File: src/logic/hog_cell_pkg.sv
// cell and block geometry
package hog_cell_pkg;

	localparam int WIN_CELLS = 9;		// 3x3 energy window
	localparam int BLOCKS = 4;		// 2x2 blocks around the cell
	localparam int BINS_PER_CELL = 18;
	localparam int BIN_PAIRS = 9;		// sign-folded bin pairs
	localparam int CELL_CREDITS = 2;	// one per root slot

	// window index of each block member, row major from 0
	// blocks are cells 1,2,4,5 / 4,5,7,8 / 2,3,5,6 / 5,6,8,9 counted from 1
	localparam int BLOCK_MEMBERS [BLOCKS][4] = '{
		'{0, 1, 3, 4},
		'{3, 4, 6, 7},
		'{1, 2, 4, 5},
		'{4, 5, 7, 8}
	};

	typedef logic [4:0] bin_cnt_t;
	typedef logic slot_t;

endpackage

File: src/logic/hog_fixed_pkg.sv
// fixed point formats and constants
package hog_fixed_pkg;

	// ----------------------------------------------------------------------
	// number formats
	// ----------------------------------------------------------------------
	localparam int QN = 8;		// fraction bits
	localparam int SUM_W = 35;	// energy and root width

	typedef logic [SUM_W-1:0] energy_t;	// unsigned energy or root word
	typedef logic [QN-1:0] feat_t;		// output feature

	// ----------------------------------------------------------------------
	// arithmetic constants
	// ----------------------------------------------------------------------
	localparam energy_t TRUNC_LIMIT = 35'd51;	// 0.2 in QN
	localparam energy_t GAMMA = 35'd60;		// 1/sqrt(18) in QN

	// fast inverse square root seed
	localparam logic [31:0] MAGIC = 32'h5f37_59df;

	localparam int ISQRT_LAT = 6;	// energy to root, cycles

endpackage

File: src/logic/norm_bank.sv
// two-slot root store with credit return
`timescale 1ns/1ps

module norm_bank (
	input logic aclk,
	input logic rst_n,
	input logic root_valid,
	input hog_fixed_pkg::energy_t root,
	input logic bin_valid,
	output logic cell_ready,
	output logic credit_return,
	output hog_fixed_pkg::energy_t root0,
	output hog_fixed_pkg::energy_t root1,
	output hog_fixed_pkg::energy_t root2,
	output hog_fixed_pkg::energy_t root3
);

	hog_fixed_pkg::energy_t roots_q [hog_cell_pkg::CELL_CREDITS][hog_cell_pkg::BLOCKS];
	hog_cell_pkg::slot_t wr_slot_q, rd_slot_q;
	logic [1:0] root_cnt_q;
	hog_cell_pkg::bin_cnt_t bin_cnt_q;
	logic [hog_cell_pkg::CELL_CREDITS-1:0] full_q;
	logic credit_q;
	logic last_root, last_bin;

	assign last_root = root_valid && (root_cnt_q == 2'(hog_cell_pkg::BLOCKS - 1));
	assign last_bin = bin_valid
		&& (bin_cnt_q == hog_cell_pkg::bin_cnt_t'(hog_cell_pkg::BINS_PER_CELL - 1));

	always_ff @(posedge aclk) begin
		if (root_valid) begin
			roots_q[wr_slot_q][root_cnt_q] <= root;
		end
	end

	always_ff @(posedge aclk) begin
		if (!rst_n) begin
			wr_slot_q <= 1'b0;
			rd_slot_q <= 1'b0;
			root_cnt_q <= '0;
			bin_cnt_q <= '0;
			full_q <= '0;
			credit_q <= 1'b0;
		end else begin
			credit_q <= last_bin;	// front cell consumed
			if (root_valid) root_cnt_q <= root_cnt_q + 2'd1;
			if (last_root) begin
				full_q[wr_slot_q] <= 1'b1;
				wr_slot_q <= ~wr_slot_q;
			end
			if (bin_valid) begin
				bin_cnt_q <= last_bin ? '0 : bin_cnt_q + 5'd1;
			end
			if (last_bin) begin
				full_q[rd_slot_q] <= 1'b0;
				rd_slot_q <= ~rd_slot_q;
			end
		end
	end

	// one idle cycle between cells
	assign cell_ready = full_q[rd_slot_q] & ~credit_q;
	assign credit_return = credit_q;
	assign root0 = roots_q[rd_slot_q][0];
	assign root1 = roots_q[rd_slot_q][1];
	assign root2 = roots_q[rd_slot_q][2];
	assign root3 = roots_q[rd_slot_q][3];

	// upstream credit accounting keeps a free slot for every root set
	a_no_overrun: assert property (@(posedge aclk) disable iff (!rst_n)
		root_valid |-> !full_q[wr_slot_q]);
	a_bin_ready: assert property (@(posedge aclk) disable iff (!rst_n)
		bin_valid |-> cell_ready);

endmodule

File: config.mk
export PLATFORM = sky130hd
export DESIGN_NAME = norm_bank
export DESIGN_NICKNAME = d
export VERILOG_FILES = /design/src/logic/hog_cell_pkg.sv /design/src/logic/hog_fixed_pkg.sv /design/src/logic/norm_bank.sv
export SDC_FILE = /design/constraint.sdc
export NUM_CORES = 1
export LEC_CHECK = 0
export BUFFER_PORTS_ARGS = -buffer_cell sky130_fd_sc_hd__buf_2
export CAP_MARGIN = 20
export CORE_ASPECT_RATIO = 0.8
export CORE_MARGIN = 2
export CORE_UTILIZATION = 51
export CTS_CLUSTER_SIZE = 25
export DETAILED_ROUTE_END_ITERATION = 12
export PLACE_DENSITY_LB_ADDON = 0.25
export SETUP_SLACK_MARGIN = 0.2
export SLEW_MARGIN = 20
export SYNTH_ARGS = -nofsm -noshare
export SYNTH_HDL_FRONTEND = slang
export SYNTH_SLANG_ARGS = --single-unit
File: constraint.sdc
create_clock -name aclk -period 5.9 [get_ports aclk]
set_input_delay 0.885 -clock aclk [delete_from_list [all_inputs] [get_ports aclk]]
set_output_delay 0.885 -clock aclk [all_outputs]
set_load 0.005 [all_outputs]
==> out/qor.txt <==
===============================================================================================
Gate Count Post-Synth                                                                       507
Number of H-tree levels                                                                       1
Sw Ratio                                                                                  18.8%
Number of cells in the design after placement                                               940
Congestion Overflow GR                                                                        0
Worst vdd rail ir drop                                                                   240 µV
Total number of vias                                                                       5273
Tmin final                                                                              3590 ps
Routed WL                                                                               21.3 mm
CTS tree                                                                                   done
Run status                                                                         complete, no violations
Worst setup path category                                                          register to primary output
Horizontal die dimension                                                                 167 µm
Vias in the first global route                                                             5369
Number of gates resized after cts                                                             0
Library cell with the largest summed area after synthesis                          sky130_fd_sc_hd__edfxtp_1
Worst clock skew                                                                        16.5 ps
Area growth from synthesis to layout                                                      19.6%
Power Dens Cells                                                                     338 nW/µm²
Part of the total power dissipated in sequential elements                                 53.7%
Number of violations reported at the end of detailed-routing iteration 0                    355
Cell Chain, Critical Path                                                          buf_4 > mux2_2 > buf_2
Final Worst Setup Slack                                                                 2320 ps
Cell area after synthesis                                                             10800 µm²
Number of flops mapped to enable cells by yosys                                             280
Unrepaired setup endpoints after global routing                                           false
Initial core utilization                                                                  52.1%
Cell types with the largest area share after synthesis                             sky130_fd_sc_hd__edfxtp_1 78%, sky130_fd_sc_hd__mux2_2 15%, sky130_fd_sc_hd__dfxtp_1 2.4%
Most common flop cell mapped by yosys                                              sky130_fd_sc_hd__edfxtp_1
Cell-internal power                                                                     3.54 mW
Die Footprint                                                                         22300 µm²
Final setup TNS                                                                            0 ps
Final Net Count                                                                             747
Antenna-violating nets left                                                                   0
Number of buffers added on ports                                                            180
Worst hold path class                                                              register to register
Nature of the critical path endpoint                                               primary output
Arr. time, crit path                                                                    2700 ps
Postcts setup bufs                                                                            0
Number of detailed-routing iterations run before antenna repair                               4
Number of buffers created by CTS                                                             27
Routability congestion estimate                                                           0.802
Crit path required time                                                                 5020 ps
Number of stages on the worst hold path                                                       1
CTS root buffer                                                                    sky130_fd_sc_hd__clkbuf_16
Most common library cells after synthesis                                          280 x sky130_fd_sc_hd__edfxtp_1, 140 x sky130_fd_sc_hd__mux2_2, 13 x sky130_fd_sc_hd__dfxtp_1, 11 x sky130_fd_sc_hd__buf_6, 7 x sky130_fd_sc_hd__nor2_1
Static power due to leakage                                                             4.52 nW
Via count normalized by instance count                                                     5.33
Final Hold Violating Endpoints                                                                0
Aggregate global-route resource usage                                                     18.7%
Initial antenna violation count                                                               2
Share of Yosys cell area claimed by the top area cell type                                78.0%
Post-CTS Hold Buffers                                                                         0
Post-layout instance count excluding filler cells                                           990
Clock latency on the worst-skew pair                                                     520 ps
Post-synthesis register bit count                                                           293
Fraction of power consumed by the clock network                                           42.4%
Most instantiated library cell after synthesis                                     sky130_fd_sc_hd__edfxtp_1
Number of synthesis warnings                                                                  0
Syn_nets                                                                                    552
Core area                                                                             20700 µm²
Count of unresolved DRC violations after routing                                              0
Highest fanout seen on the critical path                                                     64
Max-slew violation total from the final report                                                0
Detailed placement HPWL                                                                 12.2 mm
Slowest cell delay on critical path                                                      930 ps
WP depth                                                                                      3
Final critical-path share of the clock period                                             60.8%
Number of buffers on the longest clock path                                                   3
Type of element launching the critical path                                            register
Worst-Margin Slew                                                                       1070 ps
Worst slew margin relative to its limit                                                   28.5%
Syn_area_per_cell                                                                      21.3 µm²
Unique cell type count in the Yosys netlist                                                  26
Total inserted antenna cells                                                                  0
Share of synthesized area occupied by flip-flops and latches                              80.4%
Power share of the combinational group                                                     3.9%
Slowest cell on crit path                                                          sky130_fd_sc_hd__dfxtp_4
Maximum number of pins on one net before global-route repair                                 65
Rows                                                                                         47
Top-level I/O count                                                                         181
R2R cell count                                                                                3
Floorplan die height                                                                     134 µm
Clock input transition at the sequential cells of the worst setup and hold paths          60 ps
Maximum operating frequency                                                           0.279 GHz
Routed WL per cell                                                                      21.5 µm
Share of cells above drive strength 1                                                     52.0%
Max Cap Violations                                                                            0
Number of clock sinks seen by CTS                                                           293
Post-placement setup slack                                                              2860 ps
FFs w/ async S/R, synth                                                                      0%
Hold slack                                                                               515 ps
Cell family with the largest share of critical-path delay                            flip-flops
Critical path buffers and inverters                                                           2
Wire length of the first global-routing pass                                            31.5 mm
Final setup violating endpoints                                                               0
Net load switching power                                                               0.821 mW
===============================================================================================
-- metal layers --
| metal | wire length [µm] | global-route usage (%) | vias up |
|---|---|---|---|
| met2 | 9770 | 30.1 | 202 |
| met3 | 1640 | 4.96 | 41 |
| li1 | - | - | 2376 |
| met5 | 28 | 0 | - |
| met4 | 480 | 4.89 | 4 |
| met1 | 9360 | 25.6 | 2650 |
-- power by group through the flow --
stage | sequential [mW] | combinational (mW) | clock [mW]
final | 2.34 | 0.168 | 1.85
after global routing | 2.35 | 0.184 | 1.96
after CTS | 2.34 | 0.166 | 1.89
after detailed placement | 2.39 | 0.164 | 0
after global placement | 2.39 | 0.158 | 0
after floorplan | 2.39 | 0.0687 | 0
-- kinds of logic after synthesis --
family          Yosys count  share of synthesized area [%]
mux                     142                           14.8
xor+xnor                  4                          0.325
compound gates           10                          0.534
flops                   293                           80.4
simple gates             28                           1.58
fa+ha+maj                 6                          0.696
buf+inv                  24                           1.69
-- area by class of cell --
| class | instances | area, µm² |
|---|---|---|
| repair buffers | 184 | 963 |
| well taps | 269 | 337 |
| inverters | 6 | 22.5 |
| clock inverters | 18 | 268 |
| fillers | 1458 | 7800 |
| flip-flops and latches | 293 | 8670 |
| multi-input cells | 190 | 1950 |
| clock buffers | 30 | 687 |
-- flip-flops by register name (all words and copies together), names as in the netlist, named ones only --
register,flops
bin_cnt_q,5
credit_return,1
full_q,2
rd_slot_q,1
root_cnt_q,2
roots_q,280
wr_slot_q,1
-- metrics by stage --
stage                     util [%]  cell area, µm²  power, mW
after floorplan                  -           10800       2.45
after global placement        57.4           11900       2.54
after detailed placement      57.4           11900       2.55
after CTS                     62.1           12800       4.40
after global routing          62.3           12900       4.49
final                         62.3           12900       4.36
-- worst reg2reg max path, cell delays in order, from the launching register on --
cell and delay (ps):
sky130_fd_sc_hd__dfxtp_1 360, sky130_fd_sc_hd__nor2b_1 270, sky130_fd_sc_hd__nand2_1 150, sky130_fd_sc_hd__inv_2 790
-- worst paths after layout --
path                  start              to  slack [ps]
setup / recovery   register       root0[34]        2320
hold / removal    full_q[0]       full_q[0]         510
setup reg to reg  wr_slot_q  roots_q[0][14]        3930
hold reg to reg   full_q[0]       full_q[0]         510
-- cell usage in the layout (no fill, tap or decap), drive strengths merged, types with 2 or more instances in the layout --
cell type / n
a21oi: 4
and2: 3
and3: 4
buf: 184
bufinv: 7
clkbuf: 30
clkinv: 8
clkinvlp: 2
dfxtp: 13
edfxtp: 280
ha: 6
inv: 7
mux2: 140
mux2i: 2
nand2: 6
nand3b: 2
nand4: 2
nor2: 7
o21ai: 3
o22ai: 2
xnor2: 2
xor2: 2
Note: power is estimated with default switching activity, not from simulation.
