`config.mk`:
```
export PLATFORM = sky130hd
export DESIGN_NAME = block_energy_sum
export DESIGN_NICKNAME = d
export VERILOG_FILES = /design/src/logic/hog_cell_pkg.sv /design/src/logic/hog_fixed_pkg.sv /design/src/logic/block_energy_sum.sv
export SDC_FILE = /design/constraint.sdc
export NUM_CORES = 1
export LEC_CHECK = 0
export BUFFER_PORTS_ARGS = -buffer_cell sky130_fd_sc_hd__buf_2
export CORE_UTILIZATION = 45
export DETAILED_ROUTE_END_ITERATION = 8
export GPL_TIMING_DRIVEN = 0
export PLACE_DENSITY = 0.76
export SLEW_MARGIN = 20
export SYNTH_ARGS = -nofsm -noshare
export SYNTH_HDL_FRONTEND = slang
export SYNTH_SLANG_ARGS = --single-unit
```
`constraint.sdc`:
```
create_clock -name aclk -period 33.2 [get_ports aclk]
set_input_delay 1.66 -clock aclk [delete_from_list [all_inputs] [get_ports aclk]]
set_output_delay 1.66 -clock aclk [all_outputs]
set_load 0.005 [all_outputs]
```
`src/logic/hog_cell_pkg.sv`:
```
// cell and block geometry
package hog_cell_pkg;

	localparam int WIN_CELLS = 9;		// 3x3 energy window
	localparam int BLOCKS = 4;		// 2x2 blocks around the cell
	localparam int BINS_PER_CELL = 18;
	localparam int BIN_PAIRS = 9;		// sign-folded bin pairs
	localparam int CELL_CREDITS = 2;	// one per root slot

	// window index of each block member, row major from 0
	// blocks are cells 1,2,4,5 / 4,5,7,8 / 2,3,5,6 / 5,6,8,9 counted from 1
	localparam int BLOCK_MEMBERS [BLOCKS][4] = '{
		'{0, 1, 3, 4},
		'{3, 4, 6, 7},
		'{1, 2, 4, 5},
		'{4, 5, 7, 8}
	};

	typedef logic [4:0] bin_cnt_t;
	typedef logic slot_t;

endpackage

```
`src/logic/hog_fixed_pkg.sv`:
```
// fixed point formats and constants
package hog_fixed_pkg;

	// ----------------------------------------------------------------------
	// number formats
	// ----------------------------------------------------------------------
	localparam int QN = 8;		// fraction bits
	localparam int SUM_W = 35;	// energy and root width

	typedef logic [SUM_W-1:0] energy_t;	// unsigned energy or root word
	typedef logic [QN-1:0] feat_t;		// output feature

	// ----------------------------------------------------------------------
	// arithmetic constants
	// ----------------------------------------------------------------------
	localparam energy_t TRUNC_LIMIT = 35'd51;	// 0.2 in QN
	localparam energy_t GAMMA = 35'd60;		// 1/sqrt(18) in QN

	// fast inverse square root seed
	localparam logic [31:0] MAGIC = 32'h5f37_59df;

	localparam int ISQRT_LAT = 6;	// energy to root, cycles

endpackage

```
`src/logic/block_energy_sum.sv`:
```
// block energy sequencer
`timescale 1ns/1ps

module block_energy_sum (
	input logic aclk,
	input logic rst_n,
	input logic window_valid,
	input hog_fixed_pkg::energy_t window_energy [hog_cell_pkg::WIN_CELLS],
	output logic blk_valid,
	output hog_fixed_pkg::energy_t blk_energy
);

	typedef enum logic [2:0] {S_IDLE, S_BLK0, S_BLK1, S_BLK2, S_BLK3} state_t;

	state_t state_q, state_n;
	hog_fixed_pkg::energy_t win_q [hog_cell_pkg::WIN_CELLS];
	logic [1:0] blk_idx;
	hog_fixed_pkg::energy_t blk_sum;

	always_comb begin
		case (state_q)
			S_IDLE: state_n = window_valid ? S_BLK0 : S_IDLE;
			S_BLK0: state_n = S_BLK1;
			S_BLK1: state_n = S_BLK2;
			S_BLK2: state_n = S_BLK3;
			default: state_n = S_IDLE;
		endcase
	end

	always_ff @(posedge aclk) begin
		if (!rst_n) begin
			state_q <= S_IDLE;
		end else begin
			state_q <= state_n;
		end
	end

	// window held for the four block cycles
	always_ff @(posedge aclk) begin
		if (state_q == S_IDLE && window_valid) begin
			win_q <= window_energy;
		end
	end

	// S_BLK0..S_BLK3 are 1..4, low bits minus one give 0..3
	assign blk_idx = state_q[1:0] - 2'd1;

	always_comb begin
		blk_sum = hog_fixed_pkg::energy_t'(1);	// keeps the root finite
		for (int m = 0; m < 4; m++) begin
			blk_sum = blk_sum + win_q[hog_cell_pkg::BLOCK_MEMBERS[blk_idx][m]];
		end
	end

	assign blk_valid = (state_q != S_IDLE);
	assign blk_energy = blk_sum;

	// a window arriving mid sequence would be dropped
	a_window_idle: assert property (@(posedge aclk) disable iff (!rst_n)
		window_valid |-> !blk_valid);

endmodule

```
==> results of run 1 <==
final cells by class:
type,instances,area (um2)
diodes,8,20.02
fillers,2859,16080
well taps,468,585.6
inverters,173,649.4
repair buffers,365,2044
clock inverters,25,219.0
clock buffers,37,904.6
flip-flops and latches,318,9519
plain buffers,41,178.9
multi-input cells,456,6325
layer usage:
metal,up-vias,routed length [um]
met5,-,8
met4,2,1287
met3,77,2377
met2,417,21400
met1,5237,16800
li1,4556,-
power by group:
part | leakage, nW | switching (mW) | internal (mW)
Clock | 0.540 | 0.162 | 0.216
Sequential | 3.02 | 0.0150 | 0.486
Combinational | 4.59 | 0.613 | 0.448
Total | 8.15 | 0.790 | 1.15
flip-flops by register name, summed over array words and instances, names as in the netlist:
register and count:
win_q 315, state_q 3
critical path: cells and delay by family, from the launching register on:
family	cells	cell delay, ns
buffers and inverters	5	1.96
AO/OA/AOI/OAI	7	1.76
adder cells (fa/ha/maj)	3	1.46
multiplexers	1	0.44
flip-flops	1	0.31
AND/OR/NAND/NOR	1	0.20
cell usage after synthesis (3+ instances only):
cell type | n | area share
a21o_1 | 15 | 0.0068
a21oi_1 | 32 | 0.0096
a31oi_1 | 5 | 0.0019
and3_1 | 3 | 0.0011
buf_2 | 18 | 0.0054
clkbuf_1 | 21 | 0.0047
dfxtp_1 | 3 | 0.0036
edfxtp_1 | 315 | 0.57
fa_1 | 68 | 0.082
ha_1 | 34 | 0.026
inv_1 | 173 | 0.039
mux4_2 | 140 | 0.19
nand2_1 | 20 | 0.0045
nand2b_1 | 3 | 0.0011
nand3_1 | 12 | 0.0036
nand4_1 | 4 | 0.0015
nor2_1 | 19 | 0.0043
nor3_1 | 4 | 0.0012
o211ai_1 | 3 | 0.0014
o21a_1 | 6 | 0.0027
o21ai_0 | 13 | 0.0039
o21ai_1 | 8 | 0.0024
xnor2_1 | 24 | 0.013
xor2_1 | 9 | 0.0047
stage by stage:
step | hold WS [ns] | cells
2_1_floorplan | 0.5114 | 988
3_3_place_gp | 0.5325 | 1809
3_5_place_dp | 0.5531 | 1821
4_1_cts | 0.5621 | 1883
5_1_grt | 0.6159 | 1888
6_report | 0.5580 | 1891
cells by family after synthesis:
group           count (synthesis)  synth area share
compound gates                104           0.04243
xor+xnor                       33           0.01735
fa+ha+maj                     102            0.1072
buf+inv                       214           0.04956
flops                         318            0.5713
mux                           140            0.1892
simple gates                   77           0.02290
worst paths after layout:
kind | startpoint | end | slack [ns] | depth (start not counted)
setup / recovery | state_q[0]$_SDFF_PN0_ | blk_energy[31] | 24.87 | 17
hold / removal | state_q[2]$_SDFF_PN0_ | state_q[1]$_SDFF_PN0_ | 0.56 | 2
setup reg to reg | state_q[1]$_SDFF_PN0_ | win_q[180]$_DFFE_PP_ | 30.22 | 8
hold reg to reg | state_q[2]$_SDFF_PN0_ | state_q[1]$_SDFF_PN0_ | 0.56 | 2
==> impl_metrics.env, run 1 <==
export IMPL_grt_util_met1=0.2875
export IMPL_start_kind="flip-flop"
export IMPL_cp_required_ns=31.54
export IMPL_peakVddDrop_mv=0.05824
export IMPL_rsz0062_at_grt="false"
export IMPL_io_pins=354
export IMPL_synth_warnings=0
export IMPL_num_vias=10289
export IMPL_grt_usage=0.2285
export IMPL_ant_nets=0
export IMPL_cts_max_level=2
export IMPL_grt_pass1_wl_um=63320
export IMPL_finalSetupTns_ns=0
export IMPL_fmax_mhz=120.0
export IMPL_syn_inst=988
export IMPL_cts_post_setup_buffers_inserted=0
export IMPL_dp_hpwl_um=31850
export IMPL_yosys_cell_types_count=52
export IMPL_cts_sinks=318
export IMPL_setup_viol=0
export IMPL_finClkSkew_ns=0.01821
export IMPL_first_pass_iters=5
export IMPL_min_delay_path_class="flip-flop to flip-flop"
export IMPL_core_um2=36520
export IMPL_layout_commonest_cell="buf_2"
export IMPL_cp_end_kind="output pin"
export IMPL_clockBufferDepth=3
export IMPL_synth_top_flop_cell="edfxtp_1"
export IMPL_worstSetupPathType="flip-flop to output pin"
export IMPL_grt_max_degree=33
export IMPL_clk_latency_ns=0.55
export IMPL_fin_crit_ns=8.334
export IMPL_relSlewSlack=0.2448
export IMPL_synth_avg_cell_area_um2=16.86
export IMPL_hold_viol=0
export IMPL_leakage_nw=8.149
export IMPL_ys_ff_latch=318
export IMPL_drv_cap=0
export IMPL_drt_iter0_drc=557
export IMPL_outcome="completed"
export IMPL_start_util=0.4562
export IMPL_met2_usage=0.3915
export IMPL_fin_ws_ns=24.87
export IMPL_grt_busiest_layer="met2"
export IMPL_grtUsageMet3=0.04147
export IMPL_rows=70
export IMPL_drv_slew=0
export IMPL_die_h_um=194.4
export IMPL_cts_hold_fix_buffers=0
export IMPL_die_area_um2=37800
export IMPL_slowest_delay_ns=0.80
export IMPL_place_area_um2=19300
export IMPL_drive_gt1_frac=0.4198
export IMPL_nets=1810
export IMPL_cts_repair_resized=0
export IMPL_crit_arrival_ns=6.67
export IMPL_drc=0
export IMPL_die_x_um=194.4
export IMPL_worst_path_most_repeated_cell="fa_1"
export IMPL_overflow=0
export IMPL_powerDensity_nw_per_um2=94.90
export IMPL_synth_area_um2=16660
export IMPL_numCtsBuffers=35
export IMPL_syn_nets=1408
export IMPL_routed_wl_um=41880
export IMPL_grt_pass1_vias=10918
export IMPL_cts_tree="done"
export IMPL_synth_edf_count=315
export IMPL_cts_clk_slew_worst_paths_ns=0.06
export IMPL_portBuffers=353
export IMPL_grt_antenna_before_repair=9
export IMPL_async_flop_share=0
export IMPL_final_util=0.5598
export IMPL_vias_per_cell=5.441
export IMPL_design_area_um2=20450
export IMPL_post_drt_wl_per_cell_um=22.14
export IMPL_layout_common_cells="buf_2 (372), edfxtp_1 (315), inv_1 (173), mux4_2 (140), fa_1 (68)"
export IMPL_crit_slowest_cell="clkbuf_1"
export IMPL_power_mw=1.940
export IMPL_worst_pin_slew_ns=1.133
export IMPL_routabilityCongestion=0.8694
export IMPL_pre_cts_ws_ns=25.23
export IMPL_crit_chain="buf_2, clkbuf_1, clkbuf_1, mux4_2, fa_1, inv_1, fa_1, fa_1, nand2b_1, a21oi_1, o21ai_1, a21oi_1, a21boi_2, o21ai_0, o21ai_0, a2bb2oi_1, buf_2"
export IMPL_area_growth_pct=22.71
export IMPL_cts_root_buf="clkbuf_16"
export IMPL_crit_fanout=10
export IMPL_synth_seq_area_share=0.5713
export IMPL_fin_crit_sh=0.2510
No activity file was read; power rests on OpenSTA's default activity.
==> run 2: changes to the inputs <==
==> constraint.sdc (replaced) <==
create_clock -name aclk -period 8.7 [get_ports aclk]
set_input_delay 0.435 -clock aclk [delete_from_list [all_inputs] [get_ports aclk]]
set_output_delay 0.435 -clock aclk [all_outputs]
set_load 0.005 [all_outputs]
==> run 2 against run 1 <==
Largest power group unchanged. Non-clock buffer count increased by 1. Via count decreased by 1.1%. Largest cell class unchanged. Final cell count increased by 0.26%. Wire length shrank 0.18%. Critical path type unchanged. Clock power grew to 4.1 times the previous value. Utilization increased by 0.32 points.
==> impl_metrics.env, run 2 (synthesis results as in run 1) <==
export IMPL_fin_crit_sh=0.7977
export IMPL_intPower_mw=4.508
export IMPL_largestRegisters="win_q x315, state_q x3"
export IMPL_peakVddDrop_mv=0.2379
export IMPL_nets=1811
export IMPL_vias_per_cell=5.366
export IMPL_met2_usage=0.3803
export IMPL_clk_latency_ns=0.56
export IMPL_grt_usage=0.2285
export IMPL_grt_pass1_vias=10908
export IMPL_io_pins=354
export IMPL_cp_depth=17
export IMPL_final_util=0.5630
export IMPL_cp_end_kind="output pin"
export IMPL_die_area_um2=37800
export IMPL_drv_slew=0
export IMPL_r2r_end="win_q[196]$_DFFE_PP_"
export IMPL_slowest_delay_ns=0.77
export IMPL_clockPowerShare=0.205
export IMPL_pwr_share_seq=0.255
export IMPL_rows=70
export IMPL_finalSetupTns_ns=0
export IMPL_worstSetupPathType="flip-flop to output pin"
export IMPL_cts_post_setup_buffers_inserted=0
export IMPL_relSlewSlack=0.2341
export IMPL_outcome="completed"
export IMPL_grt_max_degree=32
export IMPL_routed_wl_um=41800
export IMPL_hold_viol=0
export IMPL_largest_reg_flops=315
export IMPL_crit_chain="buf_2, clkbuf_1, clkbuf_1, mux4_2, fa_1, inv_1, fa_1, fa_1, nand2b_1, a21oi_1, o21ai_1, a21oi_1, a21boi_2, o21ai_0, o21ai_0, a2bb2oi_1, buf_2"
export IMPL_num_vias=10174
export IMPL_power_mw=7.507
export IMPL_cts_hold_fix_buffers=0
export IMPL_die_h_um=194.4
export IMPL_rsz0062_at_grt="false"
export IMPL_start_util=0.4562
export IMPL_min_delay_path_class="input pin to flip-flop"
export IMPL_fmax_mhz=144.1
export IMPL_crit_buf_inv=5
export IMPL_overflow=0
export IMPL_post_drt_wl_per_cell_um=22.05
export IMPL_drv_cap=0
export IMPL_core_um2=36520
export IMPL_nFillCells=2799
export IMPL_routabilityCongestion=0.8563
export IMPL_grt_busiest_layer="met2"
export IMPL_start_kind="flip-flop"
export IMPL_drt_iter0_drc=512
export IMPL_portBuffers=353
export IMPL_finClkSkew_ns=0.01755
export IMPL_cp_top_family="buffers and inverters"
export IMPL_p_switching_mw=2.998
export IMPL_hold_end="win_q[6]$_DFFE_PP_"
export IMPL_powerDensity_nw_per_um2=365.1
export IMPL_crit_slowest_cell="clkbuf_1"
export IMPL_cts_repair_resized=0
export IMPL_cts_max_level=2
export IMPL_r2r_slack_ns=5.52
export IMPL_die_x_um=194.4
export IMPL_crit_reg2reg_launch="state_q[1]$_SDFF_PN0_"
export IMPL_cp_required_ns=8.27
export IMPL_ant_nets=0
export IMPL_cts_sinks=318
export IMPL_first_pass_iters=5
export IMPL_crit_arrival_ns=6.51
export IMPL_drive_gt1_frac=0.4153
export IMPL_cts_root_buf="clkbuf_16"
export IMPL_hold_start="window_energy[6]"
export IMPL_max_flop_register="win_q"
export IMPL_clockBufferDepth=3
export IMPL_numCtsBuffers=35
export IMPL_switching_share=0.3994
export IMPL_hold_depth=1
export IMPL_worst_path_most_repeated_cell="fa_1"
export IMPL_cts_clk_slew_worst_paths_ns=0.06
export IMPL_fin_crit_ns=6.940
export IMPL_dp_hpwl_um=31810
export IMPL_grt_antenna_before_repair=11
export IMPL_crit_fanout=10
export IMPL_worst_pin_slew_ns=1.149
export IMPL_layout_common_cells="buf_2 (371), edfxtp_1 (315), inv_1 (173), mux4_2 (140), fa_1 (68)"
export IMPL_combPwrFrac=0.540
export IMPL_area_growth_pct=23.41
export IMPL_grt_util_met1=0.2834
export IMPL_cts_tree="done"
export IMPL_grt_pass1_wl_um=63020
export IMPL_drc=0
export IMPL_grtUsageMet3=0.05570
export IMPL_setup_viol=0
export IMPL_reg2reg_depth=9
export IMPL_layout_commonest_cell="buf_2"
export IMPL_leakage_nw=8.194
## run 2: changes by cell type in the layout (fill, tap and decap cells not counted), moves of 3 or more
cell,previous run,this run
clkbuf_1,21,28
bufinv_16,2,6
clkinv_4,5,1
diode_2,8,12
buf_16,5,8
## run 2: power groups by stage
stage	combinational (mW)	sequential, mW	clock (mW)
6_report	4.06	1.91	1.54
5_1_grt	4.46	1.93	1.62
4_1_cts	4.08	1.91	1.57
3_5_place_dp	4.04	1.94	0
3_3_place_gp	3.93	1.97	0
2_1_floorplan	2.56	1.94	0
## run 2: cell type report
type | instances | area, um2 | area share
sequential | 318 | 9519 | 0.4629
multi-input combinational | 456 | 6325 | 0.3076
timing repair buffer | 366 | 2087 | 0.1015
clock buffer | 44 | 930.9 | 0.04527
inverter | 173 | 649.4 | 0.03158
tap | 468 | 585.6 | 0.02848
clock inverter | 18 | 257.7 | 0.01253
buffer | 41 | 177.7 | 0.008641
antenna | 12 | 30.03 | 0.001460
## run 2: how the worst max path moves through the flow
stage / start / to
6_report: state_q[0]$_SDFF_PN0_ / blk_energy[31]
5_1_grt: state_q[0]$_SDFF_PN0_ / blk_energy[31]
4_1_cts: state_q[0]$_SDFF_PN0_ / blk_energy[31]
3_5_place_dp: state_q[0]$_SDFF_PN0_ / blk_energy[31]
3_3_place_gp: state_q[1]$_SDFF_PN0_ / win_q[75]$_DFFE_PP_
2_1_floorplan: state_q[1]$_SDFF_PN0_ / win_q[0]$_DFFE_PP_
## run 2: worst register-to-register path, stage by stage (launching register included)
cell and delay [ns]:
dfxtp_1 0.29, buf_2 0.20, clkbuf_1 0.21, buf_2 0.27
or3_1 0.44, nor2_4 0.49, buf_12 0.28, buf_12 0.24
buf_12 0.23, buf_12 0.23
## run 2: through the flow
stage / instances / hold slack [ns] / worst slack [ns] / instance area [um2]
6_report: 1896 / 0.05492 / 1.760 / 20560
5_1_grt: 1891 / 0.03382 / 1.311 / 20550
4_1_cts: 1884 / 0.02560 / 1.488 / 20530
3_5_place_dp: 1822 / 0.5615 / 2.111 / 19340
3_3_place_gp: 1809 / 0.5345 / 0.4816 / 19020
2_1_floorplan: 988 / 0.5114 / 2.321 / 16670
## run 2: metal layers
| metal | wire length (um) | vias to the layer above | part of all wire |
|---|---|---|---|
| met5 | 13 | - | 0.00031 |
| met4 | 1587 | 2 | 0.038 |
| met3 | 3094 | 90 | 0.074 |
| met2 | 20990 | 417 | 0.50 |
| met1 | 16110 | 5093 | 0.39 |
| li1 | - | 4572 | - |
==> run 3: changes to the inputs <==
--- a/config.mk
+++ b/config.mk
@@ -9,7 +9,7 @@
 export CORE_UTILIZATION = 45
 export DETAILED_ROUTE_END_ITERATION = 8
 export GPL_TIMING_DRIVEN = 0
-export PLACE_DENSITY = 0.76
+export PLACE_DENSITY = 0.78
 export SLEW_MARGIN = 20
 export SYNTH_ARGS = -nofsm -noshare
 export SYNTH_HDL_FRONTEND = slang
==> constraint.sdc (replaced) <==
create_clock -name aclk -period 5.78 [get_ports aclk]
set_input_delay 0.289 -clock aclk [delete_from_list [all_inputs] [get_ports aclk]]
set_output_delay 0.289 -clock aclk [all_outputs]
set_load 0.005 [all_outputs]
==> run 3 against run 2 <==
Critical path type unchanged. First-iteration DRC count increased by 73%. Largest power group unchanged. Via count increased by 19%. Largest cell class unchanged. Sequential cell count unchanged. Critical path depth increased by 1. Clock skew decreased by 0.0060 ns.
==> impl_metrics.env, run 3 (synthesis results as in run 1) <==
export IMPL_cts_sinks=318
export IMPL_grt_antenna_before_repair=1
export IMPL_routed_wl_um=52700
export IMPL_design_area_um2=24170
export IMPL_numCtsBuffers=35
export IMPL_post_drt_wl_per_cell_um=23.88
export IMPL_drt_iter0_drc=888
export IMPL_crit_chain="buf_8, buf_12, buf_12, mux4_2, fa_1, inv_1, fa_1, inv_1, ha_2, nand3_1, nor3_4, a31oi_4, a31oi_4, nand4_4, a311oi_4, o22ai_2, xnor2_1, buf_2"
export IMPL_die_h_um=194.4
export IMPL_min_delay_path_class="input pin to flip-flop"
export IMPL_crit_buf_inv=6
export IMPL_layout_common_cells="buf_2 (357), dlygate4sd3_1 (315), edfxtp_1 (315), inv_1 (173), mux4_2 (140)"
export IMPL_worst_pin_slew_ns=0.9688
export IMPL_regArea_um2=9519
export IMPL_hold_viol=0
export IMPL_clockBufferDepth=3
export IMPL_crit_fanout=10
export IMPL_grt_busiest_layer="met2"
export IMPL_cts_clk_slew_worst_paths_ns=0.06
export IMPL_io_pins=354
export IMPL_start_util=0.4562
export IMPL_dp_hpwl_um=32050
export IMPL_grt_max_degree=31
export IMPL_crit_arrival_ns=5.25
export IMPL_placedCellCount=1822
export IMPL_drive_gt1_frac=0.3636
export IMPL_area_growth_pct=45.05
export IMPL_max_flop_register="win_q"
export IMPL_outcome="completed"
export IMPL_final_cell_count_no_fill=2207
export IMPL_ant_nets=0
export IMPL_grtUsageMet3=0.06143
export IMPL_relSlewSlack=0.3542
export IMPL_fin_crit_sh=0.9591
export IMPL_nets=2132
export IMPL_grt_pass1_vias=13431
export IMPL_powerDensity_nw_per_um2=505.6
export IMPL_place_area_um2=19360
export IMPL_cts_max_level=2
export IMPL_largest_reg_flops=315
export IMPL_num_vias=12156
export IMPL_cts_tree="done"
export IMPL_drv_cap=0
export IMPL_cp_end_kind="output pin"
export IMPL_vias_per_cell=5.508
export IMPL_grt_pass1_wl_um=78890
export IMPL_nFillCells=2302
export IMPL_multiInputGateArea_um2=6481
export IMPL_leakage_nw=9.681
export IMPL_cp_required_ns=5.49
export IMPL_grt_usage=0.2835
export IMPL_cp_top_family="adder cells"
export IMPL_drv_slew=0
export IMPL_finClkSkew_ns=0.01160
export IMPL_layout_commonest_cell="buf_2"
export IMPL_met2_usage=0.5002
export IMPL_overflow=0
export IMPL_fmax_mhz=180.4
export IMPL_setup_viol=0
export IMPL_grt_util_met1=0.3280
export IMPL_fin_crit_ns=5.543
export IMPL_start_kind="flip-flop"
export IMPL_die_area_um2=37800
export IMPL_drc=0
export IMPL_portBuffers=353
export IMPL_routabilityCongestion=0.8319
export IMPL_clk_latency_ns=0.56
export IMPL_slowest_delay_ns=0.56
export IMPL_rows=70
export IMPL_largestRegisters="win_q x315, state_q x3"
export IMPL_crit_slowest_cell="mux4_2"
export IMPL_peakVddDrop_mv=0.3479
export IMPL_worstSetupPathType="flip-flop to output pin"
export IMPL_first_pass_iters=7
export IMPL_die_x_um=194.4
export IMPL_cts_root_buf="clkbuf_16"
export IMPL_core_um2=36520
-- run 3: changes by cell type in the layout (fill, tap and decap cells not counted), sizes merged --
cell / before / now
dlygate4sd3: 0 / 315
diode: 12 / 1
buf: 386 / 394
clkbuf: 65 / 59
clkinv: 9 / 13
inv: 174 / 176
bufinv: 6 / 5
-- run 3: layout make-up --
type,instances,share of cell area
antenna,1,0.0001035
buffer,41,0.01900
clock buffer,40,0.03790
clock inverter,23,0.01129
inverter,173,0.02687
multi-input combinational,456,0.2682
sequential,318,0.3939
tap,468,0.02423
timing repair buffer,687,0.2186
-- run 3: stage by stage --
| stage | utilization | worst slack (ns) | setup TNS [ns] | hold slack, ns | total power, mW |
|---|---|---|---|---|---|
| 2_1_floorplan | - | -0.4360 | -137.33 | 0.3879 | 6.782 |
| 3_3_place_gp | 0.5217 | -2.396 | -757.71 | 0.4655 | 8.921 |
| 3_5_place_dp | 0.5300 | -0.7771 | -7.441 | 0.4671 | 9.085 |
| 4_1_cts | 0.6536 | 0.001378 | 0 | 0.01127 | 11.73 |
| 5_1_grt | 0.6617 | -0.03513 | -0.03513 | 0.04109 | 12.92 |
| 6_report | 0.6617 | 0.2366 | 0 | 0.03049 | 12.22 |
-- run 3: timing repair --
| action | in CTS | in global routing |
|---|---|---|
| hold buffers | 315 | 0 |
| pin swaps | 1 | 7 |
| hold endpoints to repair | 315 | 0 |
| cloned | 0 | 1 |
| setup buffers | 1 | 4 |
| resized for setup | 53 | 56 |
| setup endpoints to repair | 28 | 13 |
-- run 3: final timing paths --
path	depth (start not counted)	start	slack [ns]	to
worst max register to register	10	state_q[1]$_SDFF_PN0_	2.78	win_q[220]$_DFFE_PP_
worst min-delay path	3	rst_n	0.03	state_q[2]$_SDFF_PN0_
worst min register to register	2	state_q[2]$_SDFF_PN0_	0.57	state_q[2]$_SDFF_PN0_
worst max-delay path	18	state_q[1]$_SDFF_PN0_	0.24	blk_energy[34]
-- run 3: routing by layer --
metal / vias to the layer above / routed length, um
li1: 5202 / -
met1: 6134 / 19000
met2: 646 / 27630
met3: 174 / 3574
met4: 0 / 2494
met5: - / 0
-- run 3: power by group --
group	total (mW)	switching, mW	leakage (nW)	internal [mW]
clock	2.35	0.972	0.579	1.38
sequential	2.90	0.104	3.02	2.79
combinational	6.97	4.00	6.08	2.97
total	12.2	5.08	9.68	7.14
-- run 3: worst min-delay path, cell delays in order --
cell and delay (ns):
buf_2 0.08, nand2b_1 0.08, nor2_1 0.10
