==> src/logic/hog_cell_pkg.sv <==
// cell and block geometry
package hog_cell_pkg;

	localparam int WIN_CELLS = 9;		// 3x3 energy window
	localparam int BLOCKS = 4;		// 2x2 blocks around the cell
	localparam int BINS_PER_CELL = 18;
	localparam int BIN_PAIRS = 9;		// sign-folded bin pairs
	localparam int CELL_CREDITS = 2;	// one per root slot

	// window index of each block member, row major from 0
	// blocks are cells 1,2,4,5 / 4,5,7,8 / 2,3,5,6 / 5,6,8,9 counted from 1
	localparam int BLOCK_MEMBERS [BLOCKS][4] = '{
		'{0, 1, 3, 4},
		'{3, 4, 6, 7},
		'{1, 2, 4, 5},
		'{4, 5, 7, 8}
	};

	typedef logic [4:0] bin_cnt_t;
	typedef logic slot_t;

endpackage

==> src/logic/hog_fixed_pkg.sv <==
// fixed point formats and constants
package hog_fixed_pkg;

	// ----------------------------------------------------------------------
	// number formats
	// ----------------------------------------------------------------------
	localparam int QN = 8;		// fraction bits
	localparam int SUM_W = 35;	// energy and root width

	typedef logic [SUM_W-1:0] energy_t;	// unsigned energy or root word
	typedef logic [QN-1:0] feat_t;		// output feature

	// ----------------------------------------------------------------------
	// arithmetic constants
	// ----------------------------------------------------------------------
	localparam energy_t TRUNC_LIMIT = 35'd51;	// 0.2 in QN
	localparam energy_t GAMMA = 35'd60;		// 1/sqrt(18) in QN

	// fast inverse square root seed
	localparam logic [31:0] MAGIC = 32'h5f37_59df;

	localparam int ISQRT_LAT = 6;	// energy to root, cycles

endpackage

==> src/logic/texture_accumulator.sv <==
// texture features per block
`timescale 1ns/1ps

module texture_accumulator (
	input logic aclk,
	input logic rst_n,
	input logic trunc_valid,
	input hog_fixed_pkg::energy_t trunc0,
	input hog_fixed_pkg::energy_t trunc1,
	input hog_fixed_pkg::energy_t trunc2,
	input hog_fixed_pkg::energy_t trunc3,
	output logic tex_valid,
	output hog_fixed_pkg::feat_t tex_feat
);

	hog_fixed_pkg::energy_t trunc_in [hog_cell_pkg::BLOCKS];
	hog_fixed_pkg::energy_t acc_q [hog_cell_pkg::BLOCKS];
	logic [2*hog_fixed_pkg::SUM_W-1:0] scale_full [hog_cell_pkg::BLOCKS];
	hog_fixed_pkg::feat_t scaled_q [hog_cell_pkg::BLOCKS];
	hog_cell_pkg::bin_cnt_t set_cnt_q;
	logic last_set, tot_valid_q, tex_valid_q;
	logic [1:0] sel_q;

	assign trunc_in = '{trunc0, trunc1, trunc2, trunc3};
	assign last_set = trunc_valid
		&& (set_cnt_q == hog_cell_pkg::bin_cnt_t'(hog_cell_pkg::BINS_PER_CELL - 1));

	always_comb begin
		for (int k = 0; k < hog_cell_pkg::BLOCKS; k++) begin
			scale_full[k] = {{hog_fixed_pkg::SUM_W{1'b0}}, acc_q[k]}
				* {{hog_fixed_pkg::SUM_W{1'b0}}, hog_fixed_pkg::GAMMA};
		end
	end

	// ----------------------------------------------------------------------
	// block totals and gamma scaling
	// ----------------------------------------------------------------------
	always_ff @(posedge aclk) begin
		for (int k = 0; k < hog_cell_pkg::BLOCKS; k++) begin
			if (trunc_valid) begin
				acc_q[k] <= (set_cnt_q == '0) ? trunc_in[k] : acc_q[k] + trunc_in[k];
			end
			if (tot_valid_q) begin
				scaled_q[k] <= hog_fixed_pkg::feat_t'(scale_full[k] >> hog_fixed_pkg::QN);
			end
		end
	end

	always_ff @(posedge aclk) begin
		if (!rst_n) begin
			set_cnt_q <= '0;
			tot_valid_q <= 1'b0;
			tex_valid_q <= 1'b0;
			sel_q <= '0;
		end else begin
			tot_valid_q <= last_set;
			if (trunc_valid) set_cnt_q <= last_set ? '0 : set_cnt_q + 5'd1;
			if (tot_valid_q) begin
				tex_valid_q <= 1'b1;	// serializer start
				sel_q <= '0;
			end else if (tex_valid_q) begin
				if (sel_q == 2'd3) tex_valid_q <= 1'b0;
				sel_q <= sel_q + 2'd1;
			end
		end
	end

	assign tex_valid = tex_valid_q;
	assign tex_feat = scaled_q[sel_q];	// block 0 first

endmodule

==> config.mk <==
export PLATFORM = sky130hd
export DESIGN_NAME = texture_accumulator
export DESIGN_NICKNAME = d
export VERILOG_FILES = /design/src/logic/hog_cell_pkg.sv /design/src/logic/hog_fixed_pkg.sv /design/src/logic/texture_accumulator.sv
export SDC_FILE = /design/constraint.sdc
export NUM_CORES = 1
export LEC_CHECK = 0
export ABC_AREA = 1
export BUFFER_PORTS_ARGS = -buffer_cell sky130_fd_sc_hd__buf_2
export CAP_MARGIN = 20
export CORE_MARGIN = 3
export CORE_UTILIZATION = 36
export DETAILED_ROUTE_END_ITERATION = 6
export HOLD_SLACK_MARGIN = 0.02
export PLACE_DENSITY = 0.5
export REMOVE_ABC_BUFFERS = 1
export SLEW_MARGIN = 40
export SYNTH_ARGS = -nofsm -noshare
export SYNTH_HDL_FRONTEND = slang
export SYNTH_SLANG_ARGS = --single-unit
export TNS_END_PERCENT = 100
==> constraint.sdc <==
create_clock -name aclk -period 3.3 [get_ports aclk]
set_clock_uncertainty 0.05 [all_clocks]
set_input_delay 0.33 -clock aclk [delete_from_list [all_inputs] [get_ports aclk]]
set_output_delay 0.33 -clock aclk [all_outputs]
set_load 0.03 [all_outputs]
==> reports/metrics.csv, run 1 <==
stage;metric;value;unit
synthesis;mux cell area share after synthesis;0.0898;%
routing;Final Routed Wirelength;24.3;mm
clocking;Worst-path clk slew;80;ps
synthesis;xor/xnor share of the synthesized area;4.40;%
setup_path;Worst Setup Start Kind;flip-flop;
place;dpl cell area;12000;µm²
synthesis;Yosys reg bits;99;
grt;pin count of the biggest net entering global routing;46;
clocking;clock root cell;clkbuf_16;
routing;drt first pass iters;5;
setup_path;CP cell instances;inv_1 -> fa_1 -> fa_1 -> inv_1 -> ha_1 -> a21oi_1 -> o21a_1 -> nand2_1 -> nand2_1 -> nand2_1 -> nand2_1 -> nand2_1;
die;Die Area;33100;µm²
die;Rows;63;
synthesis;largest family of logic cells by synthesized area;adder cells;
routing;Vias/cell;4.63;
setup_path;Worst Path Class, Setup;reg -> reg;
place;Placed Instances;1907;
die;IO Count;152;
clocking;TritonCTS clock tree;yes;
sta;final hold vios;0;
layout;share of cells above drive strength 1;6.91;%
setup_path;critical path arrival;3150;ps
grt;initial antenna violation count;1;
clocking;Clock Latency Late Sink;370;ps
place;Routability Congestion;0.833;
setup_path;Max FO, Critical Path;5;
setup_path;most used cell, CP;nand2_1;
grt;vias in the first global route;8982;
synthesis;Post-synth EDFFs;88;
setup_path;Worst EP required;3380;ps
synthesis;Synth Area in Compound Gates;7.70;%
sta;RSZ-0062 raised after global routing;no;
synthesis;post-synth top area share;23.7;%
sta;Tcrit/Tclk final;93.0;%
routing;routed via count;8913;
power;Static Leak;0.00631;µW
worst_hold_path;worst min-delay path class;in -> reg;
sta;pins over their slew limit;0;
die;die extent in y;182;µm
flow_run;reported max-cap violation count;0;
routing;DRC violations left;0;
layout;fillcell total;3202;
synthesis;Main synth FF type;edfxtp_1;
place;Detail Placement HPWL;19.6;mm
layout;Layout Nets;1863;
synthesis;Synth Area in Simple Gates;24.9;%
sta;# setup viols final;0;
clocking;Post-CTS Setup Inserts;0;
grt;gr usage total;15.4;%
routing;DRT iter0 DRCs;364;
synthesis;Synth warnings;0;
power;total power;8380;µW
synthesis;ys async rst share;0;%
setup_path;CP endpoint kind;flip-flop;
power;maximum vdd ir drop;0.343;mV
die;Initial Util;37.0;%
synthesis;Synth Instances;1458;
synthesis;sequential element share of the synthesized area;25.7;%
setup_path;highest cell delay on the worst timing path;510;ps
sta;Setup TNS;0;ps
clocking;Sink Count;99;
sta;Final Critical Period;3070;ps
sta;fmax;0.326;GHz
place;Port Buf Inserts;67;
grt;total gr overflow;0;
die;DIE WIDTH;182;µm
synthesis;Cell variety after synth;39;
run_status;outcome;completed;
synthesis;Syn Std Cell Area;11200;µm²
sta;Slew Limit Headroom;56.1;%
synthesis;Avg Inst Size Synth;7.65;µm²
power;power density over the cells;684;nW/µm²
setup_path;slowest stage cell, crit path;fa_1;
routing;Routed Antenna Nets;0;
sta;Slew @ Worst Pin;657;ps
clocking;CTS Buf Count;9;
clocking;CTS Buffer Depth;2;
grt;first-pass GRT wire length;42.4;mm
die;CORE AREA;30100;µm²
layout;Finished Cell Area;12300;µm²
synthesis;top cells by area, synth;edfxtp_1 24%, fa_1 15%, nand2_1 14%;
layout;Layout area overhead;9.91;%
synthesis;Synth Area in Adders;27.2;%
synthesis;Synth area leader;edfxtp_1;
layout;Post-Route Utilization;40.7;%
clocking;H-tree Lvls;3;
routing;Avg WL per Cell;12.6;µm
layout;fin cells;1924;
[cell usage after synthesis (2+ instances only)]
master and instances:
a21o_1 7, a21oi_1 63, a31oi_1 5, and2_1 5, and2_4 2, buf_2 7
buf_6 4, clkbuf_1 2, dfxtp_1 11, edfxtp_1 88, fa_1 84, ha_1 108
inv_1 273, nand2_1 428, nand3_1 83, nand3b_1 10, nand4_1 14, nor2_1 102
nor3_1 10, o21a_1 4, o21ai_0 44, o21ai_1 5, o21ai_2 4, o21bai_1 8
o22ai_1 8, o31ai_1 3, or2_1 4, or2_2 7, xnor2_1 22, xor2_1 34
[cells in the final DEF, fill, tap and decap left out, types with 3 or more instances in the layout]
cell type  count
inv_1        271
nand4_1       14
and2_1         5
nand2_1      428
nand3_1       83
o21ai_0       44
buf_2         67
nand3b_1      10
nor2_1       102
or2_1          4
a21o_1         7
edfxtp_1      88
o21a_1         4
o21bai_1       8
buf_4          4
fa_1          84
ha_1         108
dfxtp_1       11
inv_2          3
o21ai_1        5
or2_2          7
xnor2_1       22
a31oi_1        5
o22ai_1        8
nor3_1        10
a21oi_1       63
clkbuf_16      9
o31ai_1        3
o21ai_2        4
xor2_1        34
[path summary, 6_finish.rpt]
| check | start | to | slack (ps) | cells past startpoint |
|---|---|---|---|---|
| worst min-delay path | trunc3[0] | acc_q[3][0] | 190 | 3 |
| worst min register to register | tot_valid_q | tex_valid | 440 | 2 |
| worst max-delay path | acc_q[2][4] | scaled_q[2][5] | 230 | 12 |
| worst max register to register | acc_q[2][4] | scaled_q[2][5] | 230 | 12 |
[repair_timing]
item                       CTS  global route
hold buffers                 0             0
gates resized for setup      0             2
setup endpoints to repair    0             1
[kinds of logic after synthesis]
group | count (synthesis)
simple gates | 669
buf+inv | 288
fa+ha+maj | 192
compound gates | 153
flops | 99
xor+xnor | 56
mux | 1
[worst max-delay path: cells and delay by family (launching register included)]
family          cells  cell delay (ps)
compound gates      2              350
buf+inv             2              270
fa+ha+maj           3             1340
simple gates        5              380
flops               1              440
[routing by layer]
| metal | up-vias | part of all wire (%) | GRT usage (%) |
|---|---|---|---|
| met3 | 16 | 3.0 | 2.60 |
| met1 | 4045 | 52 | 21.8 |
| met5 | - | 0 | 0 |
| li1 | 4756 | - | - |
| met2 | 96 | 44 | 24.9 |
| met4 | 0 | 0.90 | 2.83 |
[power breakdown]
group	total [µW]	switching [µW]	internal [µW]
sequential	1860	98.8	1760
combinational	5380	3250	2130
clock	1140	547	596
[through the flow]
step | worst slack [ps] | hold slack, ps
floorplan | 500 | 376
global placement | 231 | 431
detailed placement | 217 | 418
CTS | 210 | 177
global route | 0.945 | 204
finish | 232 | 194
[flip-flops by register name, indices dropped and copies added, names as in the netlist, named ones only]
name	count
tot_valid_q	1
set_cnt_q	5
tex_valid	1
scaled_q	32
sel_q	2
acc_q	56
[area by class of cell]
type	count	area, µm²	area share [%]
sequential	99	2860	23.4
clock buffer	9	225	1.84
antenna	1	2.50	0.0204
clock inverter	7	75.1	0.613
timing repair buffer	73	405	3.31
multi-input combinational	1071	7170	58.5
inverter	274	1030	8.39
tap	390	488	3.98
(Power assumes the default switching activity.)
==> run 2, diff against run 1 <==
--- a/config.mk
+++ b/config.mk
@@ -13,6 +13,7 @@
 export DETAILED_ROUTE_END_ITERATION = 6
 export HOLD_SLACK_MARGIN = 0.02
 export PLACE_DENSITY = 0.5
+export RECOVER_POWER = 50
 export REMOVE_ABC_BUFFERS = 1
 export SLEW_MARGIN = 40
 export SYNTH_ARGS = -nofsm -noshare
==> run 2 against run 1 <==
Compared with the run above:
- the run now ends with capacitance limit, slew limit left
- setup slack barely moved
- combinational power barely moved
- worst hold slack barely moved
- die area did not move
- clock-buffer cell count did not move
- utilization fell by 0.066 points
- cell area fell by 0.16%
- first-iteration DRC count rose by 1.6%
==> reports/metrics.csv, run 2 (synthesis results as in run 1) <==
stage;metric;value;unit
routing;routed via count;8907;
clocking;H-tree Lvls;3;
layout;share of cells above drive strength 1;6.78;%
setup_path;Max FO, Critical Path;5;
sta;fmax;0.326;GHz
grt;vias in the first global route;8982;
layout;Layout Nets;1863;
power;total power;8380;µW
run_status;outcome;finished with violations;
clocking;TritonCTS clock tree;yes;
power;register share of total power;22.2;%
layout;register name with the most flops;acc_q;
worst_hold_path;worst min-delay path class;in -> reg;
power;power density over the cells;685;nW/µm²
layout;FF/Latch Area;2860;µm²
die;Die Area;33100;µm²
sta;Final Critical Period;3070;ps
routing;Routed Antenna Nets;0;
sta;Tcrit/Tclk final;93.0;%
clocking;Clock Latency Late Sink;370;ps
setup_path;Worst Setup Start Kind;flip-flop;
grt;first-pass GRT wire length;42.4;mm
routing;DRT iter0 DRCs;370;
layout;commonest non-fill, non-tap cell in the layout;nand2_1;
sta;pins over their slew limit;33;
routing;drt first pass iters;5;
setup_path;CP bufs+invs;2;
die;CORE AREA;30100;µm²
layout;max FFs per register;56;
setup_path;slowest stage cell, crit path;fa_1;
sta;Slew Limit Headroom;-12.8;%
layout;Largest regs;acc_q (56), scaled_q (32), set_cnt_q (5);
setup_path;Worst Path Class, Setup;reg -> reg;
die;die extent in y;182;µm
grt;total gr overflow;0;
layout;Layout area overhead;9.73;%
power;Clk network pwr share;13.6;%
die;Initial Util;37.0;%
run_status;violated checks;capacitance limit, slew limit;
clocking;CTS Buffer Depth;2;
power;Net Switching;3900;µW
clocking;CTS Buf Count;9;
setup_path;CP cell instances;inv_1 -> fa_1 -> fa_1 -> inv_1 -> ha_1 -> a21oi_1 -> o21a_1 -> nand2_1 -> nand2_1 -> nand2_1 -> nand2_1 -> nand2_1;
grt;pin count of the biggest net entering global routing;46;
die;IO Count;152;
die;Rows;63;
grt;gr usage total;15.4;%
sta;RSZ-0062 raised after global routing;no;
place;Place WS;217;ps
power;P_int;4490;µW
sta;final hold vios;0;
layout;area of the multi-input gates;7170;µm²
setup_path;most used cell, CP;nand2_1;
setup_path;family with the most delay on the worst path;adder cells;
setup_path;critical path arrival;3150;ps
sta;# setup viols final;0;
power;Sw Share;46.5;%
layout;fillcell total;3206;
setup_path;Worst EP required;3380;ps
clocking;Worst-path clk slew;80;ps
place;Detail Placement HPWL;19.6;mm
place;Port Buf Inserts;67;
flow_run;reported max-cap violation count;1;
routing;Vias/cell;4.63;
routing;Final Routed Wirelength;24.2;mm
setup_path;highest cell delay on the worst timing path;510;ps
routing;Avg WL per Cell;12.6;µm
layout;most frequent cells in the layout;428 x nand2_1, 271 x inv_1, 108 x ha_1;
routing;DRC violations left;0;
grt;initial antenna violation count;1;
place;Routability Congestion;0.833;
power;share of total power in combinational logic;64.1;%
die;DIE WIDTH;182;µm
clocking;Sink Count;99;
sta;Slew @ Worst Pin;1690;ps
power;Static Leak;0.00630;µW
setup_path;CP endpoint kind;flip-flop;
clocking;CTS Hold Bufs;0;
sta;Setup TNS;0;ps
sta;final worst slack;232;ps
clocking;clock root cell;clkbuf_16;
power;maximum vdd ir drop;0.343;mV
[run 2: cell types whose count changed in the layout (fill, tap and decap cells not counted)]
| cell | previous run | this run |
|---|---|---|
| buf_4 | 4 | 3 |
| clkbuf_2 | 0 | 1 |
| buf_2 | 67 | 66 |
| clkbuf_1 | 0 | 2 |
| buf_12 | 2 | 1 |
[run 2: through the flow]
stage / instance area, µm² / std cells / util, % / hold WS [ps]
finish: 12200 / 1924 / 40.6 / 194
detailed placement: 12000 / 1907 / 39.7 / 418
global route: 12200 / 1923 / 40.6 / 204
global placement: 12000 / 1907 / 39.7 / 431
floorplan: 11100 / 1444 / - / 376
CTS: 12300 / 1923 / 40.7 / 177
[run 2: area by class of cell]
type,instances,share of cell area [%]
Sequential cell,99,23.4
Multi-Input combinational cell,1071,58.6
Clock inverter,7,0.614
Tap cell,390,3.99
Antenna cell,1,0.0205
Inverter,274,8.41
Clock buffer,9,1.84
Timing Repair Buffer,73,3.15
[run 2: final timing paths]
| check | from | endpoint | slack [ps] | cells past startpoint |
|---|---|---|---|---|
| max | acc_q[2][4] | scaled_q[2][5] | 230 | 12 |
| min | trunc3[0] | acc_q[3][0] | 190 | 3 |
| max reg2reg | acc_q[2][4] | scaled_q[2][5] | 230 | 12 |
| min reg2reg | tot_valid_q | tex_valid | 430 | 2 |
[run 2: what timing repair did]
action                                  4_1_cts  5_1_grt
endpoints found under the setup margin        0        1
buffers inserted                              0        0
hold endpoints to repair                      0        0
resized for setup                             0        2
[run 2: power by group through the flow]
| stage | sequential [µW] | combinational (µW) | clock, µW |
|---|---|---|---|
| global placement | 1890 | 5380 | 0 |
| floorplan | 1860 | 4330 | 0 |
| global route | 1880 | 6400 | 1240 |
| finish | 1860 | 5380 | 1140 |
| CTS | 1870 | 5470 | 1200 |
| detailed placement | 1900 | 5440 | 0 |
[run 2: layer usage]
layer / GRT usage, % / share of wire, % / routed length [µm]
met1: 21.8 / 52 / 12600
met5: 0 / 0 / 0
met3: 2.60 / 2.9 / 703
met2: 24.9 / 44 / 10700
met4: 2.83 / 0.90 / 218
[run 2: worst reg2reg max path: stages (launching register included)]
cell	delay [ps]
edfxtp_1	440
inv_1	230
fa_1	480
fa_1	510
inv_1	40
ha_1	350
a21oi_1	220
o21a_1	130
nand2_1	110
nand2_1	110
nand2_1	60
nand2_1	50
nand2_1	50
==> run 3, diff against run 2 <==
--- a/config.mk
+++ b/config.mk
@@ -8,7 +8,6 @@
 export ABC_AREA = 1
 export BUFFER_PORTS_ARGS = -buffer_cell sky130_fd_sc_hd__buf_2
 export CAP_MARGIN = 20
-export CORE_MARGIN = 3
 export CORE_UTILIZATION = 36
 export DETAILED_ROUTE_END_ITERATION = 6
 export HOLD_SLACK_MARGIN = 0.02
==> constraint.sdc (replaced) <==
create_clock -name aclk -period 3.3 [get_ports aclk]
set_clock_uncertainty 0.05 [all_clocks]
set_input_delay 0.66 -clock aclk [delete_from_list [all_inputs] [get_ports aclk]]
set_output_delay 0.66 -clock aclk [all_outputs]
set_load 0.03 [all_outputs]
==> run 3 against run 2 <==
Compared with the run above:
- the run still ends with capacitance limit, slew limit left
- first-iteration DRC count decreased by 6.5%
- utilization decreased by 0.46 points
- combinational power about the same
- worst hold slack improved by 240 ps
- maximum frequency decreased by 0.42%
- power about the same
- routed wire length decreased by 2.2%
- critical path depth unchanged
- global-route usage increased by 0.83 points
- via count decreased by 0.72%
- critical path type unchanged
- largest cell class unchanged
==> reports/metrics.csv, run 3 (synthesis results as in run 1) <==
stage;metric;value;unit
run_status;outcome;finished with violations;
run_status;violated checks;capacitance limit, slew limit;
die;DIE WIDTH;178;µm
routing;routed via count;8843;
layout;commonest non-fill, non-tap cell in the layout;nand2_1;
sta;Tcrit/Tclk final;93.4;%
die;CORE AREA;30500;µm²
clocking;Clock Latency Late Sink;370;ps
sta;Final Critical Period;3080;ps
worst_hold_path;worst min-delay path class;reg -> reg;
sta;# setup viols final;0;
setup_path;critical path arrival;3160;ps
layout;area of the multi-input gates;7170;µm²
setup_path;reg-to-reg endpoint;scaled_q[1][7];
setup_path;worst r2r src;acc_q[1][5];
setup_path;Max FO, Critical Path;5;
sta;RSZ-0062 raised after global routing;no;
place;Routability Congestion;0.835;
routing;DRC violations left;0;
setup_path;CP bufs+invs;2;
setup_path;R2R depth;12;
place;dpl cell area;12000;µm²
setup_path;highest cell delay on the worst timing path;510;ps
grt;initial antenna violation count;0;
setup_path;Worst EP required;3380;ps
clocking;Worst-path clk slew;80;ps
routing;drt first pass iters;5;
layout;share of cells above drive strength 1;7.04;%
setup_path;family with the most delay on the worst path;adder cells;
die;Rows;64;
worst_hold_path;hold depth;2;
sta;Slew Limit Headroom;-10.4;%
layout;FF/Latch Area;2860;µm²
grt;gr usage total;16.2;%
setup_path;Worst Path Class, Setup;reg -> reg;
place;Port Buf Inserts;67;
routing;Routed Antenna Nets;0;
routing;Final Routed Wirelength;23.7;mm
layout;Layout area overhead;9.93;%
layout;Layout Nets;1865;
setup_path;most used cell, CP;nand2_1;
setup_path;Reg2Reg Setup Slack;220;ps
clocking;Sink Count;99;
sta;Slew @ Worst Pin;1660;ps
sta;Setup TNS;0;ps
layout;most frequent cells in the layout;428 x nand2_1, 269 x inv_1, 108 x ha_1;
sta;final hold vios;0;
flow_run;reported max-cap violation count;1;
grt;total gr overflow;0;
grt;pin count of the biggest net entering global routing;68;
worst_hold_path;Hold Startpoint;tot_valid_q;
layout;max FFs per register;56;
worst_hold_path;Worst Hold Path EP;tex_valid;
die;Die Area;31700;µm²
layout;ANT cells;0;
routing;Avg WL per Cell;12.3;µm
layout;Largest regs;acc_q (56), scaled_q (32), set_cnt_q (5);
power;Static Leak;0.00631;µW
grt;first-pass GRT wire length;40.6;mm
die;die extent in y;178;µm
setup_path;CP endpoint kind;flip-flop;
setup_path;Crit path depth;12;
routing;Vias/cell;4.58;
sta;Hold Worst Slack;436;ps
place;Detail Placement HPWL;19.3;mm
setup_path;CP cell instances;inv_1 -> fa_1 -> fa_1 -> inv_1 -> ha_1 -> a21oi_1 -> o21a_1 -> nand2_1 -> nand2_1 -> nand2_1 -> nand2_1 -> nand2_1;
clocking;TritonCTS clock tree;yes;
clocking;clock root cell;clkbuf_16;
sta;fmax;0.325;GHz
die;IO Count;152;
layout;fillcell total;3143;
routing;DRT iter0 DRCs;346;
clocking;CTS Buf Count;9;
sta;pins over their slew limit;33;
clocking;H-tree Lvls;3;
setup_path;Worst Setup Start Kind;flip-flop;
die;Initial Util;36.5;%
power;power density over the cells;683;nW/µm²
layout;register name with the most flops;acc_q;
setup_path;slowest stage cell, crit path;fa_1;
power;maximum vdd ir drop;0.297;mV
clocking;Post-CTS Setup Inserts;0;
layout;Finished Cell Area;12300;µm²
clocking;CTS Buffer Depth;2;
grt;vias in the first global route;8690;
## run 3: worst max path at each step
stage / start / endpoint
floorplan: acc_q[0][5] / scaled_q[0][7]
global placement: acc_q[1][5] / scaled_q[1][7]
detailed placement: acc_q[1][4] / scaled_q[1][7]
CTS: acc_q[1][4] / scaled_q[1][7]
global route: acc_q[0][4] / scaled_q[0][5]
finish: acc_q[1][5] / scaled_q[1][7]
## run 3: metrics by stage
step                      instances  utilization, %  worst slack, ps  total power [µW]
after floorplan                1444               -              500              6180
after global placement         1915            39.3              236              7270
after detailed placement       1915            39.3              217              7330
after CTS                      1931            40.3              203              8520
after global routing           1931            40.2             6.45              9450
final                          1931            40.2              219              8380
## run 3: where the power goes
part	leakage [µW]	total, µW	internal, µW	switching [µW]
sequential	0.000931	1860	1770	97.3
combinational	0.00523	5370	2130	3250
clock	0.000150	1140	543	600
total	0.00631	8380	4440	3940
## run 3: area by class of cell
cell class	instances	share of cell area, %
clock inverter	7	0.663
timing repair buffer	75	3.24
clock buffer	9	1.84
multi-input combinational	1071	58.5
sequential	99	23.4
tap	396	4.04
inverter	274	8.39
## run 3: worst register-to-register path: cells and delay by family, from the launching register on
family | cells | cell delay, ps
flops | 1 | 430
compound gates | 2 | 380
buf+inv | 2 | 260
simple gates | 5 | 370
fa+ha+maj | 3 | 1350
## run 3: what timing repair did
action                                  4_1_cts  5_1_grt
hold buffers                                  0        0
gates resized for setup                       0        5
endpoints found under the hold margin         0        0
endpoints found under the setup margin        0        3
## run 3: metal layers
| layer | vias to the layer above | global-route usage [%] | routed length, µm |
|---|---|---|---|
| li1 | 4748 | - | - |
| met1 | 3992 | 22.3 | 12200 |
| met2 | 90 | 26.6 | 10600 |
| met3 | 13 | 1.96 | 626 |
| met4 | 0 | 4.45 | 295 |
| met5 | - | 0 | 0 |
